==> config.mk <==
export PLATFORM = sky130hd
export DESIGN_NAME = char_edit_top
export DESIGN_NICKNAME = d
export VERILOG_FILES = /design/src/verilog/char_edit_pkg.sv /design/src/verilog/button_pulse.sv /design/src/verilog/glyph_rom.sv /design/src/verilog/scan_timer.sv /design/src/verilog/char_edit_regs.sv /design/src/verilog/display_mux.sv /design/src/verilog/char_edit_top.sv
export SDC_FILE = /design/constraint.sdc
export NUM_CORES = 1
export LEC_CHECK = 0
export ABC_AREA = 1
export CAP_MARGIN = 20
export CORE_MARGIN = 2
export CORE_UTILIZATION = 45
export CTS_CLUSTER_DIAMETER = 200
export DETAILED_ROUTE_END_ITERATION = 10
export DONT_BUFFER_PORTS = 1
export GPL_TIMING_DRIVEN = 0
export PLACE_DENSITY_LB_ADDON = 0.3
export SYNTH_ARGS = -nofsm -noshare
export SYNTH_HDL_FRONTEND = slang
export SYNTH_SLANG_ARGS = --single-unit
export TNS_END_PERCENT = 100
==> constraint.sdc <==
create_clock -name clk -period 2.2 [get_ports clk]
set_input_delay 0.11 -clock clk [delete_from_list [all_inputs] [get_ports clk]]
set_output_delay 0.11 -clock clk [all_outputs]
set_load 0.02 [all_outputs]
==> src/verilog/char_edit_pkg.sv <==
// Character editor widths, display types, glyph constants and debouncer states
package char_edit_pkg;

    // Display geometry
    localparam int NUM_DIGITS = 7;

    // Digit number, used for both the cursor and the scan position
    typedef logic [2:0] digit_sel_t;

    // Character code, 0 to MAX_CODE
    typedef logic [6:0] char_code_t;

    // Active low segment pattern, bit order g down to a
    typedef logic [6:0] segments_t;

    // Active low, one bit per digit
    typedef logic [NUM_DIGITS-1:0] digit_mask_t;

    localparam digit_sel_t LAST_DIGIT = digit_sel_t'(NUM_DIGITS - 1);

    // Stepping past this wraps to 0
    localparam char_code_t MAX_CODE = 7'd62;

    localparam segments_t SEG_BLANK = 7'b111_1111;

    // Lone middle bar for codes without a digit glyph
    localparam segments_t SEG_UNKNOWN = 7'b011_1111;

    localparam segments_t DIGIT_GLYPHS [10] = '{
        7'b100_0000,  // 0
        7'b111_1001,  // 1
        7'b010_0100,  // 2
        7'b011_0000,  // 3
        7'b001_1001,  // 4
        7'b001_0010,  // 5
        7'b000_0010,  // 6
        7'b111_1000,  // 7
        7'b000_0000,  // 8
        7'b001_0000   // 9
    };

    // Button debouncer FSM
    typedef enum logic [1:0] {
        DB_IDLE,
        DB_COUNT,
        DB_HELD
    } debounce_state_t;

endpackage

==> src/verilog/button_pulse.sv <==
// Button debouncer with a two-flop synchronizer and a one-pulse-per-press output
module button_pulse
    import char_edit_pkg::*;
#(
    parameter int DEBOUNCE_CYCLES = 1000000
) (
    input  logic clk,
    input  logic reset,
    input  logic btn,
    output logic step
);

    localparam int CNT_W = $clog2(DEBOUNCE_CYCLES + 1);
    localparam logic [CNT_W-1:0] CNT_LAST = CNT_W'(DEBOUNCE_CYCLES - 1);

    logic btn_meta;
    logic btn_sync;
    logic [CNT_W-1:0] high_cnt;
    debounce_state_t state;

    // Raw button is asynchronous to clk
    always_ff @(posedge clk) begin
        if (reset) begin
            btn_meta <= 1'b0;
            btn_sync <= 1'b0;
        end else begin
            btn_meta <= btn;
            btn_sync <= btn_meta;
        end
    end

    always_ff @(posedge clk) begin
        if (reset) begin
            state    <= DB_IDLE;
            high_cnt <= '0;
            step     <= 1'b0;
        end else begin
            step <= 1'b0;
            case (state)
                DB_IDLE, DB_COUNT: begin
                    if (!btn_sync) begin
                        // Any low sample restarts the count
                        state    <= DB_IDLE;
                        high_cnt <= '0;
                    end else if (high_cnt == CNT_LAST) begin
                        state    <= DB_HELD;
                        high_cnt <= '0;
                        step     <= 1'b1;
                    end else begin
                        state    <= DB_COUNT;
                        high_cnt <= high_cnt + 1'b1;
                    end
                end
                // One press gives one step, wait for release
                DB_HELD: begin
                    if (!btn_sync) begin
                        state <= DB_IDLE;
                    end
                end
                default: state <= DB_IDLE;
            endcase
        end
    end

    a_single_pulse: assert property (@(posedge clk) disable iff (reset) step |=> !step);

endmodule

==> src/verilog/glyph_rom.sv <==
// Character code to active-low seven-segment pattern lookup
module glyph_rom
    import char_edit_pkg::*;
(
    input  char_code_t code,
    output segments_t  glyph
);

    localparam int NUM_GLYPHS = $size(DIGIT_GLYPHS);

    logic is_digit;

    assign is_digit = (code < char_code_t'(NUM_GLYPHS));

    // Only the decimal digits have their own glyphs
    always_comb begin
        if (is_digit) begin
            glyph = DIGIT_GLYPHS[code[3:0]];
        end else begin
            glyph = SEG_UNKNOWN;
        end
    end

endmodule

==> src/verilog/scan_timer.sv <==
// Digit scan divider and blink phase divider, both gated by mode
module scan_timer
    import char_edit_pkg::*;
#(
    parameter int SCAN_DIV  = 25000,
    parameter int BLINK_DIV = 12500000
) (
    input  logic       clk,
    input  logic       reset,
    input  logic       mode,
    output digit_sel_t scan_digit,
    output logic       blink_off
);

    localparam int SCAN_W  = $clog2(SCAN_DIV + 1);
    localparam int BLINK_W = $clog2(BLINK_DIV + 1);
    localparam logic [SCAN_W-1:0]  SCAN_LAST  = SCAN_W'(SCAN_DIV - 1);
    localparam logic [BLINK_W-1:0] BLINK_LAST = BLINK_W'(BLINK_DIV - 1);

    logic [SCAN_W-1:0]  scan_cnt;
    logic [BLINK_W-1:0] blink_cnt;

    // One digit slot every SCAN_DIV cycles
    always_ff @(posedge clk) begin
        if (reset) begin
            scan_cnt   <= '0;
            scan_digit <= '0;
        end else if (!mode) begin
            scan_cnt <= '0;
        end else if (scan_cnt == SCAN_LAST) begin
            scan_cnt <= '0;
            if (scan_digit == LAST_DIGIT) begin
                scan_digit <= '0;
            end else begin
                scan_digit <= scan_digit + 3'd1;
            end
        end else begin
            scan_cnt <= scan_cnt + 1'b1;
        end
    end

    // Blink half period
    always_ff @(posedge clk) begin
        if (reset) begin
            blink_cnt <= '0;
            blink_off <= 1'b0;
        end else if (!mode) begin
            blink_cnt <= '0;
        end else if (blink_cnt == BLINK_LAST) begin
            blink_cnt <= '0;
            blink_off <= ~blink_off;
        end else begin
            blink_cnt <= blink_cnt + 1'b1;
        end
    end

    a_scan_range: assert property (
        @(posedge clk) disable iff (reset) scan_digit < NUM_DIGITS
    );

endmodule

==> src/verilog/char_edit_regs.sv <==
// Cursor and character code registers stepped by the debounced button pulses
module char_edit_regs
    import char_edit_pkg::*;
(
    input  logic       clk,
    input  logic       reset,
    input  logic       mode,
    input  logic       left_step,
    input  logic       right_step,
    input  logic       change_step,
    output digit_sel_t cursor,
    output char_code_t codes [NUM_DIGITS],
    output char_code_t cursor_code
);

    char_code_t next_code;

    assign cursor_code = codes[cursor];

    // Code under the cursor after one change step
    assign next_code = (cursor_code == MAX_CODE) ? '0 : cursor_code + 7'd1;

    always_ff @(posedge clk) begin
        if (reset) begin
            cursor <= '0;
        end else if (!mode) begin
            // Leaving edit mode parks the cursor on digit 0
            cursor <= '0;
        end else if (right_step) begin
            // Right has priority over left
            if (cursor == LAST_DIGIT) begin
                cursor <= '0;
            end else begin
                cursor <= cursor + 3'd1;
            end
        end else if (left_step) begin
            if (cursor == '0) begin
                cursor <= LAST_DIGIT;
            end else begin
                cursor <= cursor - 3'd1;
            end
        end
    end

    // Codes hold their values while mode is low
    always_ff @(posedge clk) begin
        if (reset) begin
            for (int i = 0; i < NUM_DIGITS; i++) begin
                codes[i] <= '0;
            end
        end else if (mode && change_step) begin
            // Uses the cursor from before any move in this cycle
            codes[cursor] <= next_code;
        end
    end

    a_cursor_range: assert property (
        @(posedge clk) disable iff (reset) cursor < NUM_DIGITS
    );

    for (genvar i = 0; i < NUM_DIGITS; i++) begin : g_code_chk
        a_code_range: assert property (
            @(posedge clk) disable iff (reset) codes[i] <= MAX_CODE
        );
    end

endmodule

==> src/verilog/display_mux.sv <==
// Scan multiplexer with cursor blink blanking and registered display outputs
module display_mux
    import char_edit_pkg::*;
(
    input  logic        clk,
    input  logic        reset,
    input  char_code_t  codes [NUM_DIGITS],
    input  digit_sel_t  cursor,
    input  digit_sel_t  scan_digit,
    input  logic        blink_off,
    input  segments_t   glyph,
    output char_code_t  scan_code,
    output digit_mask_t digit_en,
    output segments_t   seg,
    output digit_mask_t single_led
);

    digit_mask_t digit_en_next;
    digit_mask_t single_led_next;
    segments_t   seg_next;
    logic        blank_cursor;

    // Code of the digit being scanned, sent out to the glyph lookup
    assign scan_code = codes[scan_digit];

    // Scan position 0 drives the leftmost digit, the MSB of the mask
    assign digit_en_next = ~(digit_mask_t'(1) << (LAST_DIGIT - scan_digit));

    // Cursor digit goes dark in the off phase of the blink
    assign blank_cursor = blink_off && (scan_digit == cursor);
    assign seg_next = blank_cursor ? SEG_BLANK : glyph;

    assign single_led_next = blink_off ? '1 : ~(digit_mask_t'(1) << cursor);

    always_ff @(posedge clk) begin
        if (reset) begin
            // All active-low outputs inactive
            digit_en   <= '1;
            seg        <= SEG_BLANK;
            single_led <= '1;
        end else begin
            digit_en   <= digit_en_next;
            seg        <= seg_next;
            single_led <= single_led_next;
        end
    end

    // Exactly one digit is driven once the first update has happened
    a_one_digit: assert property (
        @(posedge clk) disable iff (reset)
        !$past(reset) |-> $onehot(~digit_en)
    );

endmodule

==> src/verilog/char_edit_top.sv <==
// Seven-digit character editor top level with debouncers, registers, scan and glyph lookup
module char_edit_top
    import char_edit_pkg::*;
#(
    parameter int DEBOUNCE_CYCLES = 1000000,
    parameter int SCAN_DIV        = 25000,
    parameter int BLINK_DIV       = 12500000
) (
    input  logic        clk,
    input  logic        reset,
    input  logic        left_btn,
    input  logic        right_btn,
    input  logic        change_btn,
    input  logic        mode,
    output digit_mask_t digit_en,
    output segments_t   seg,
    output digit_mask_t single_led,
    output digit_sel_t  cursor,
    output char_code_t  cursor_code
);

    logic       left_step;
    logic       right_step;
    logic       change_step;
    char_code_t codes [NUM_DIGITS];
    digit_sel_t scan_digit;
    logic       blink_off;
    char_code_t scan_code;
    segments_t  glyph;

    // Button inputs
    button_pulse #(.DEBOUNCE_CYCLES(DEBOUNCE_CYCLES)) u_left (
        .clk   (clk),
        .reset (reset),
        .btn   (left_btn),
        .step  (left_step)
    );

    button_pulse #(.DEBOUNCE_CYCLES(DEBOUNCE_CYCLES)) u_right (
        .clk   (clk),
        .reset (reset),
        .btn   (right_btn),
        .step  (right_step)
    );

    button_pulse #(.DEBOUNCE_CYCLES(DEBOUNCE_CYCLES)) u_change (
        .clk   (clk),
        .reset (reset),
        .btn   (change_btn),
        .step  (change_step)
    );

    char_edit_regs u_regs (
        .clk         (clk),
        .reset       (reset),
        .mode        (mode),
        .left_step   (left_step),
        .right_step  (right_step),
        .change_step (change_step),
        .cursor      (cursor),
        .codes       (codes),
        .cursor_code (cursor_code)
    );

    scan_timer #(.SCAN_DIV(SCAN_DIV), .BLINK_DIV(BLINK_DIV)) u_scan (
        .clk        (clk),
        .reset      (reset),
        .mode       (mode),
        .scan_digit (scan_digit),
        .blink_off  (blink_off)
    );

    // Single shared lookup behind the scan mux
    display_mux u_mux (
        .clk        (clk),
        .reset      (reset),
        .codes      (codes),
        .cursor     (cursor),
        .scan_digit (scan_digit),
        .blink_off  (blink_off),
        .glyph      (glyph),
        .scan_code  (scan_code),
        .digit_en   (digit_en),
        .seg        (seg),
        .single_led (single_led)
    );

    glyph_rom u_rom (
        .code  (scan_code),
        .glyph (glyph)
    );

endmodule

* After elaboration in Yosys (flattened, before gate mapping)
Memory sizes are Yosys's and may differ from the RTL's. Cells that the tools add are included.
Operators by class: equality and inequality tests 18, bitwise gates (word level) 14, mux-type cells 39, $lt $le $gt $ge 5, reductions and logical operators 22, add/sub/neg operators 10, shift operators 2
Operator list (number):
- 2-to-1 mux 20 bit | 6
- 2-to-1 mux 7 bit | 9
- adder 20 x 1 -> 20 bit, second input constant | 3
- equality test 20 bit, second input constant | 3
- bitwise mux 49 bit | 1
- binary-select mux 7 bit (select 3 bit) | 2
- adder 24 x 1 -> 24 bit, second input constant | 1
- equality test 24 bit, second input constant | 1
- demux 7 bit (select 3 bit) | 1
- 2-to-1 mux 2 bit | 9
- OR reduction 3 bit | 6
- adder 15 x 1 -> 15 bit, second input constant | 1
- equality test 15 bit, second input constant | 1
- 2-to-1 mux 3 bit | 5
- NOT 7 bit | 2
- left shift 1 x 3 -> 7 bit, first input constant | 2
- case mux 2 bit (2 select lines) | 3
- OR reduction 2 bit | 6
- NOT 1 bit | 9
- greater-or-equal comparator 4 bit, second input constant | 2
- NOT 3 -> 4 bit | 2
- adder 7 x 1 -> 7 bit, second input constant | 1
- equality test 7 x 6 -> 1 bit, second input constant | 1
- less-than comparator 7 x 4 -> 1 bit, second input constant | 1
- 17 further kinds | 32
Storage, ports and cells: memories 1, ROM bits 112, bits in registers 191
Memories:
- (name not given) | words 16, bits a word 7, read ports 1, clocked after Yosys merged registers in 0, write ports 0, RTL line glyph_rom.sv:18 | glyph = DIGIT_GLYPHS[code[3:0]];

* Longest topological paths before layout
depth in word-level cells 9, depth in mapped cells 15, gate-level depth less buffers 14

* Cells and area by module
Synthesis repeated with hierarchy kept, for this count alone.
Unflattened totals: cells, all modules 1574, area total of the unflattened synthesis 10697.8 um^2
By module, submodules not included:
- button_pulse | area each 1383.8 um^2, cells each 197, instances 3
- char_edit_regs | area each 2802.7 um^2, cells each 381, instances 1
- scan_timer | area each 2264.7 um^2, cells each 351, instances 1
- display_mux | area each 1214.9 um^2, cells each 203, instances 1
- glyph_rom | area each 264.0 um^2, cells each 48, instances 1

* Least setup slack after synthesis
OpenSTA, ideal clock, no wires.
kind reg-to-reg, start point register u_regs.cursor[1], end point register u_regs.codes[37] in the netlist's numbering, slack -0.054 ns, cell stages (with the launch flop) 12, data arrival time 2.133 ns, required time 2.079 ns, clock period less this slack 2.254 ns, setup time 0.121 ns, cells stage by stage dfxtp_1 -> buf_2 -> buf_4 -> nor2_1 -> nand3_1 -> nand2_1 -> nor2_2 -> inv_1 -> ha_1 -> or2_2 -> nand3_2 -> a21oi_1
Between the ends: word-level cells in the longest chain between the ends 7, elaborated cells between the ends (all ways) 13
RTL lines:
- start, declared | RTL line char_edit_regs.sv:11 | output digit_sel_t cursor,
- start signal, assigned | RTL line char_edit_regs.sv:34 | cursor <= cursor + 3'd1;
- start signal, assigned | RTL line char_edit_regs.sv:40 | cursor <= cursor - 3'd1;
- NOT 3 -> 4 bit (implied by the code) * | RTL line char_edit_regs.sv:18 | assign cursor_code = codes[cursor];
- binary-select mux 7 bit (select 3 bit) * | RTL line char_edit_regs.sv:18
- 2-to-1 mux 7 bit (implied by the code) * (2 in series) | RTL line char_edit_regs.sv:18
- net cursor_code[0] | RTL line char_edit_top.sv:19 | output char_code_t cursor_code
- adder 7 x 1 -> 7 bit / equality test 7 x 6 -> 1 bit (equally long branches) | RTL line char_edit_regs.sv:21 | assign next_code = (cursor_code == MAX_CODE) ? '0 : cursor_code + 7'd1;
- 2-to-1 mux 7 bit * | RTL line char_edit_regs.sv:21
- bitwise mux 49 bit * | RTL line char_edit_regs.sv:53 | codes[cursor] <= next_code;
- end signal, assigned by index | RTL line char_edit_regs.sv:53
- end signal, assigned by index | RTL line char_edit_regs.sv:63 | @(posedge clk) disable iff (reset) codes[i] <= MAX_CODE
- end, declared | RTL line char_edit_regs.sv:12 | output char_code_t codes [NUM_DIGITS],
Mark *: on every way through the listed nets, which the timed path passes. The rest lies on a longest branch. The select of a mux whose other input is x is not followed. A chain may end at the register's enable or synchronous reset.

* Worst setup path in the final report
start point register u_regs.cursor[0], end point register u_regs.codes[15] in the netlist's numbering
Between the ends: word-level cells in the longest chain between the ends 7, elaborated cells between the ends (all ways) 13
RTL lines (RTL line):
- NOT 3 -> 4 bit (implied by the code) * | char_edit_regs.sv:18, char_edit_regs.sv:53
- binary-select mux 7 bit (select 3 bit) | char_edit_regs.sv:18
- 2-to-1 mux 7 bit (implied by the code) (2 in series) | char_edit_regs.sv:18
- adder 7 x 1 -> 7 bit / equality test 7 x 6 -> 1 bit (equally long branches) | char_edit_regs.sv:21
- 2-to-1 mux 7 bit | char_edit_regs.sv:21
- bitwise mux 49 bit * | char_edit_regs.sv:53
Mark *: on every way between the ends. The rest lies on a longest branch, timed or not. The select of a mux whose other input is x is not followed.

==> results.ini <==
[outcome]
outcome = complete, but fails checks
failed_checks = setup timing

[sta]
finalSetupViolCount = 25
finalHoldViolCount = 0
holdWs_ns = 0.0115
final.min_clock_period_ns = 2.24
rsz0062_at_grt = yes
fin_skew_ns = 0.0129
fmax_mhz = 446
worst_pin_slew_ns = 0.696
slew_headroom_pct = 53.4
slew_violations = 0
period_share_pct = 102
setup_ws_ns = -0.0413

[place]
dpl_cell_area_um2 = 10100
dp_hpwl_um = 17200
dp.cells = 1632
numPortBuffers = 0
pre_cts_ws_ns = -0.476
routabilityCongestion = 0.906

[synthesis]
netlist_area_um2 = 9720
async_reset_ff_share_pct = 0
synth_edf_count = 0
ys_seq_area_share_pct = 39.4
synth_top_area_share_pct = 39.4
synthCells = 1357
ys_ff_latch = 191
syn_nets = 1382
ys.warnings.count = 0
synthTopCellsByArea = dfxtp_1 39%, nand2_1 12%, inv_1 6.0%
synth_ff_type = dfxtp_1
synth.largest_area_cell = dfxtp_1
ys_types = 58
syn_avg_cell_area_um2 = 7.16

[floorplanning]
io_pins = 37
die_area_um2 = 22800
rows = 53
design.core.area_um2 = 21100
chipHeight_um = 151
initial_core_util_pct = 46.1
die_x_um = 151

[worst_setup_path]
worstSetupPathType = flip-flop to flip-flop
required_ns = 2.54
crit_arrival_ns = 2.58
start_kind = flip-flop
worstSetupEndpointType = flip-flop
worst-path-max-fanout = 7

[clocking]
clock_latency_ns = 0.44
clk_pin_slew_worst_paths_ns = 0.08
clock_sink_count = 191
root_buffer = clkbuf_16
numCtsBuffers = 17
htree_levels = 4
clockBufferDepth = 2
cts_tree = done

[finish]
drive_above_1_share_pct = 16.0
final_area_um2 = 11200
synthToLayoutAreaGrowth_pct = 15.0
nNetsFinal = 1422
finalNonFillerCells = 1686
fin_util_pct = 53.0

[pwr]
p_int_mw = 5.03
seqPwrFrac_pct = 52.9
ir_worst_vdd_mv = 0.490
powerDensity_nw_per_um2 = 592
cellLeakagePower_nw = 4.27
p_switching_mw = 1.59
p_comb_share_pct = 2.0
clkPwrFrac_pct = 45.1
swShare_pct = 24.0

[grt]
grt_max_degree = 19
grt_usage_pct = 21.6
grt_pass1_vias = 8079
overflow = 0
grt_pass1_wl_um = 39400
antenna_found_initial = 0

[detailed_routing]
wire_per_inst_um = 14.7
drc = 0
vias = 9057
via_per_inst = 5.37
drt_iter0_drc = 731
wirelength_um = 24700
ant_nets = 0
firstDrtPassIters = 5

[hold_path]
min_path_type = primary input to flip-flop

[job]
drv_cap = 0

==> critical path: stages (launching register included) <==
cell and delay, ns:
dfxtp_4 0.46, buf_8 0.13, buf_8 0.10, buf_12 0.11, nand2_2 0.06, nand3_2 0.08
nand2_2 0.08, nor2_4 0.21, ha_4 0.18, nand2_4 0.05, nor2_4 0.13, nand3_4 0.17
buf_12 0.19, nand2_8 0.10, a21oi_1 0.07
==> metal layers <==
metal	track usage, %	wire [µm]	share of wire, %	up-vias
met1	29.5	11300	46	4137
li1	-	-	-	4555
met2	33.1	11000	45	300
met5	0	0	0	-
met3	4.07	1540	6.2	65
met4	9.95	800	3.2	0
==> layout make-up <==
cell class,count,area [µm²]
inverters,167,644
well taps,275,344
clock buffers,18,439
fillers,2022,9910
multi-input cells,954,5270
repair buffers,21,195
flip-flops and latches,191,3840
clock inverters,14,119
diodes,1,2.50
plain buffers,45,325
==> worst paths after layout <==
check                                   to                           from  cells past startpoint  slack (ns)
max          u_regs.codes[15]$_SDFFE_PP0P_  u_regs.cursor[0]$_SDFFE_PP0P_                     14       -0.04
min          u_scan.blink_off$_SDFFE_PP0P_                           mode                      4        0.01
max reg2reg  u_regs.codes[15]$_SDFFE_PP0P_  u_regs.cursor[0]$_SDFFE_PP0P_                     14       -0.04
min reg2reg   u_change.btn_sync$_SDFF_PP0_   u_change.btn_meta$_SDFF_PP0_                      2        0.41
==> cell usage after synthesis (11+ instances only) <==
| master | instances |
|---|---|
| nand2_1 | 322 |
| dfxtp_1 | 191 |
| inv_1 | 156 |
| nor2_1 | 105 |
| o21ai_0 | 99 |
| a21oi_1 | 93 |
| nand3_1 | 76 |
| nor3_1 | 41 |
| nand4_1 | 40 |
| ha_1 | 19 |
| clkbuf_1 | 18 |
| nand2_2 | 16 |
| xor2_1 | 16 |
| a21oi_2 | 12 |
| nor2_2 | 11 |
==> cell families (layout without fill, tap and decap cells) <==
family	Yosys count	in the layout	share of synthesized area [%]
compound gates	265	265	16.3
xor+xnor	19	19	1.71
fa+ha+maj	19	19	2.45
buf+inv	212	265	9.48
flops	191	191	39.4
other cells	0	1	0
simple gates	651	651	30.7
==> stage by stage <==
stage / total power, mW / setup TNS [ns]
4_1_cts: 6.66 / -0.0516
6_report: 6.62 / -0.616
2_1_floorplan: 3.66 / 0
5_1_grt: 6.82 / -2.94
3_5_place_dp: 3.71 / -18.66
3_3_place_gp: 3.71 / -17.28
==> what timing repair did <==
item	CTS	global route
hold buffers	5	0
buffers inserted	14	2
setup endpoints to repair	54	70
gates resized for setup	46	52
pin swaps	10	19
hold endpoints to repair	17	0
==> placed cells by master (no fill, tap or decap), types with 22 or more instances in the layout <==
cell,n
dfxtp_1,185
a21oi_2,37
nand2_1,309
nor3_1,41
nand3_1,70
inv_1,154
a21oi_1,68
nor2_1,102
buf_4,22
nand2_2,22
nand4_1,40
o21ai_0,96
==> sequential cells by signal (all words and copies together), names as in the netlist, 2 cells and up <==
register / flops
u_mux.single_led: 7
u_right.high_cnt: 20
u_change.high_cnt: 20
u_scan.scan_digit: 3
u_change.state: 2
u_regs.cursor: 3
u_left.state: 2
u_regs.codes: 49
u_mux.seg: 7
u_scan.blink_cnt: 24
u_mux.digit_en: 7
u_right.state: 2
u_left.high_cnt: 20
u_scan.scan_cnt: 15
==> power groups by stage <==
stage          Combinational (mW)  Clock [mW]  Sequential, mW
6_report                    0.135        2.99            3.50
5_1_grt                     0.151        3.17            3.50
3_5_place_dp                0.125           0            3.58
2_1_floorplan              0.0857           0            3.58
3_3_place_gp                0.124           0            3.58
4_1_cts                     0.135        3.03            3.50
Power figures use the tool's default switching activity.
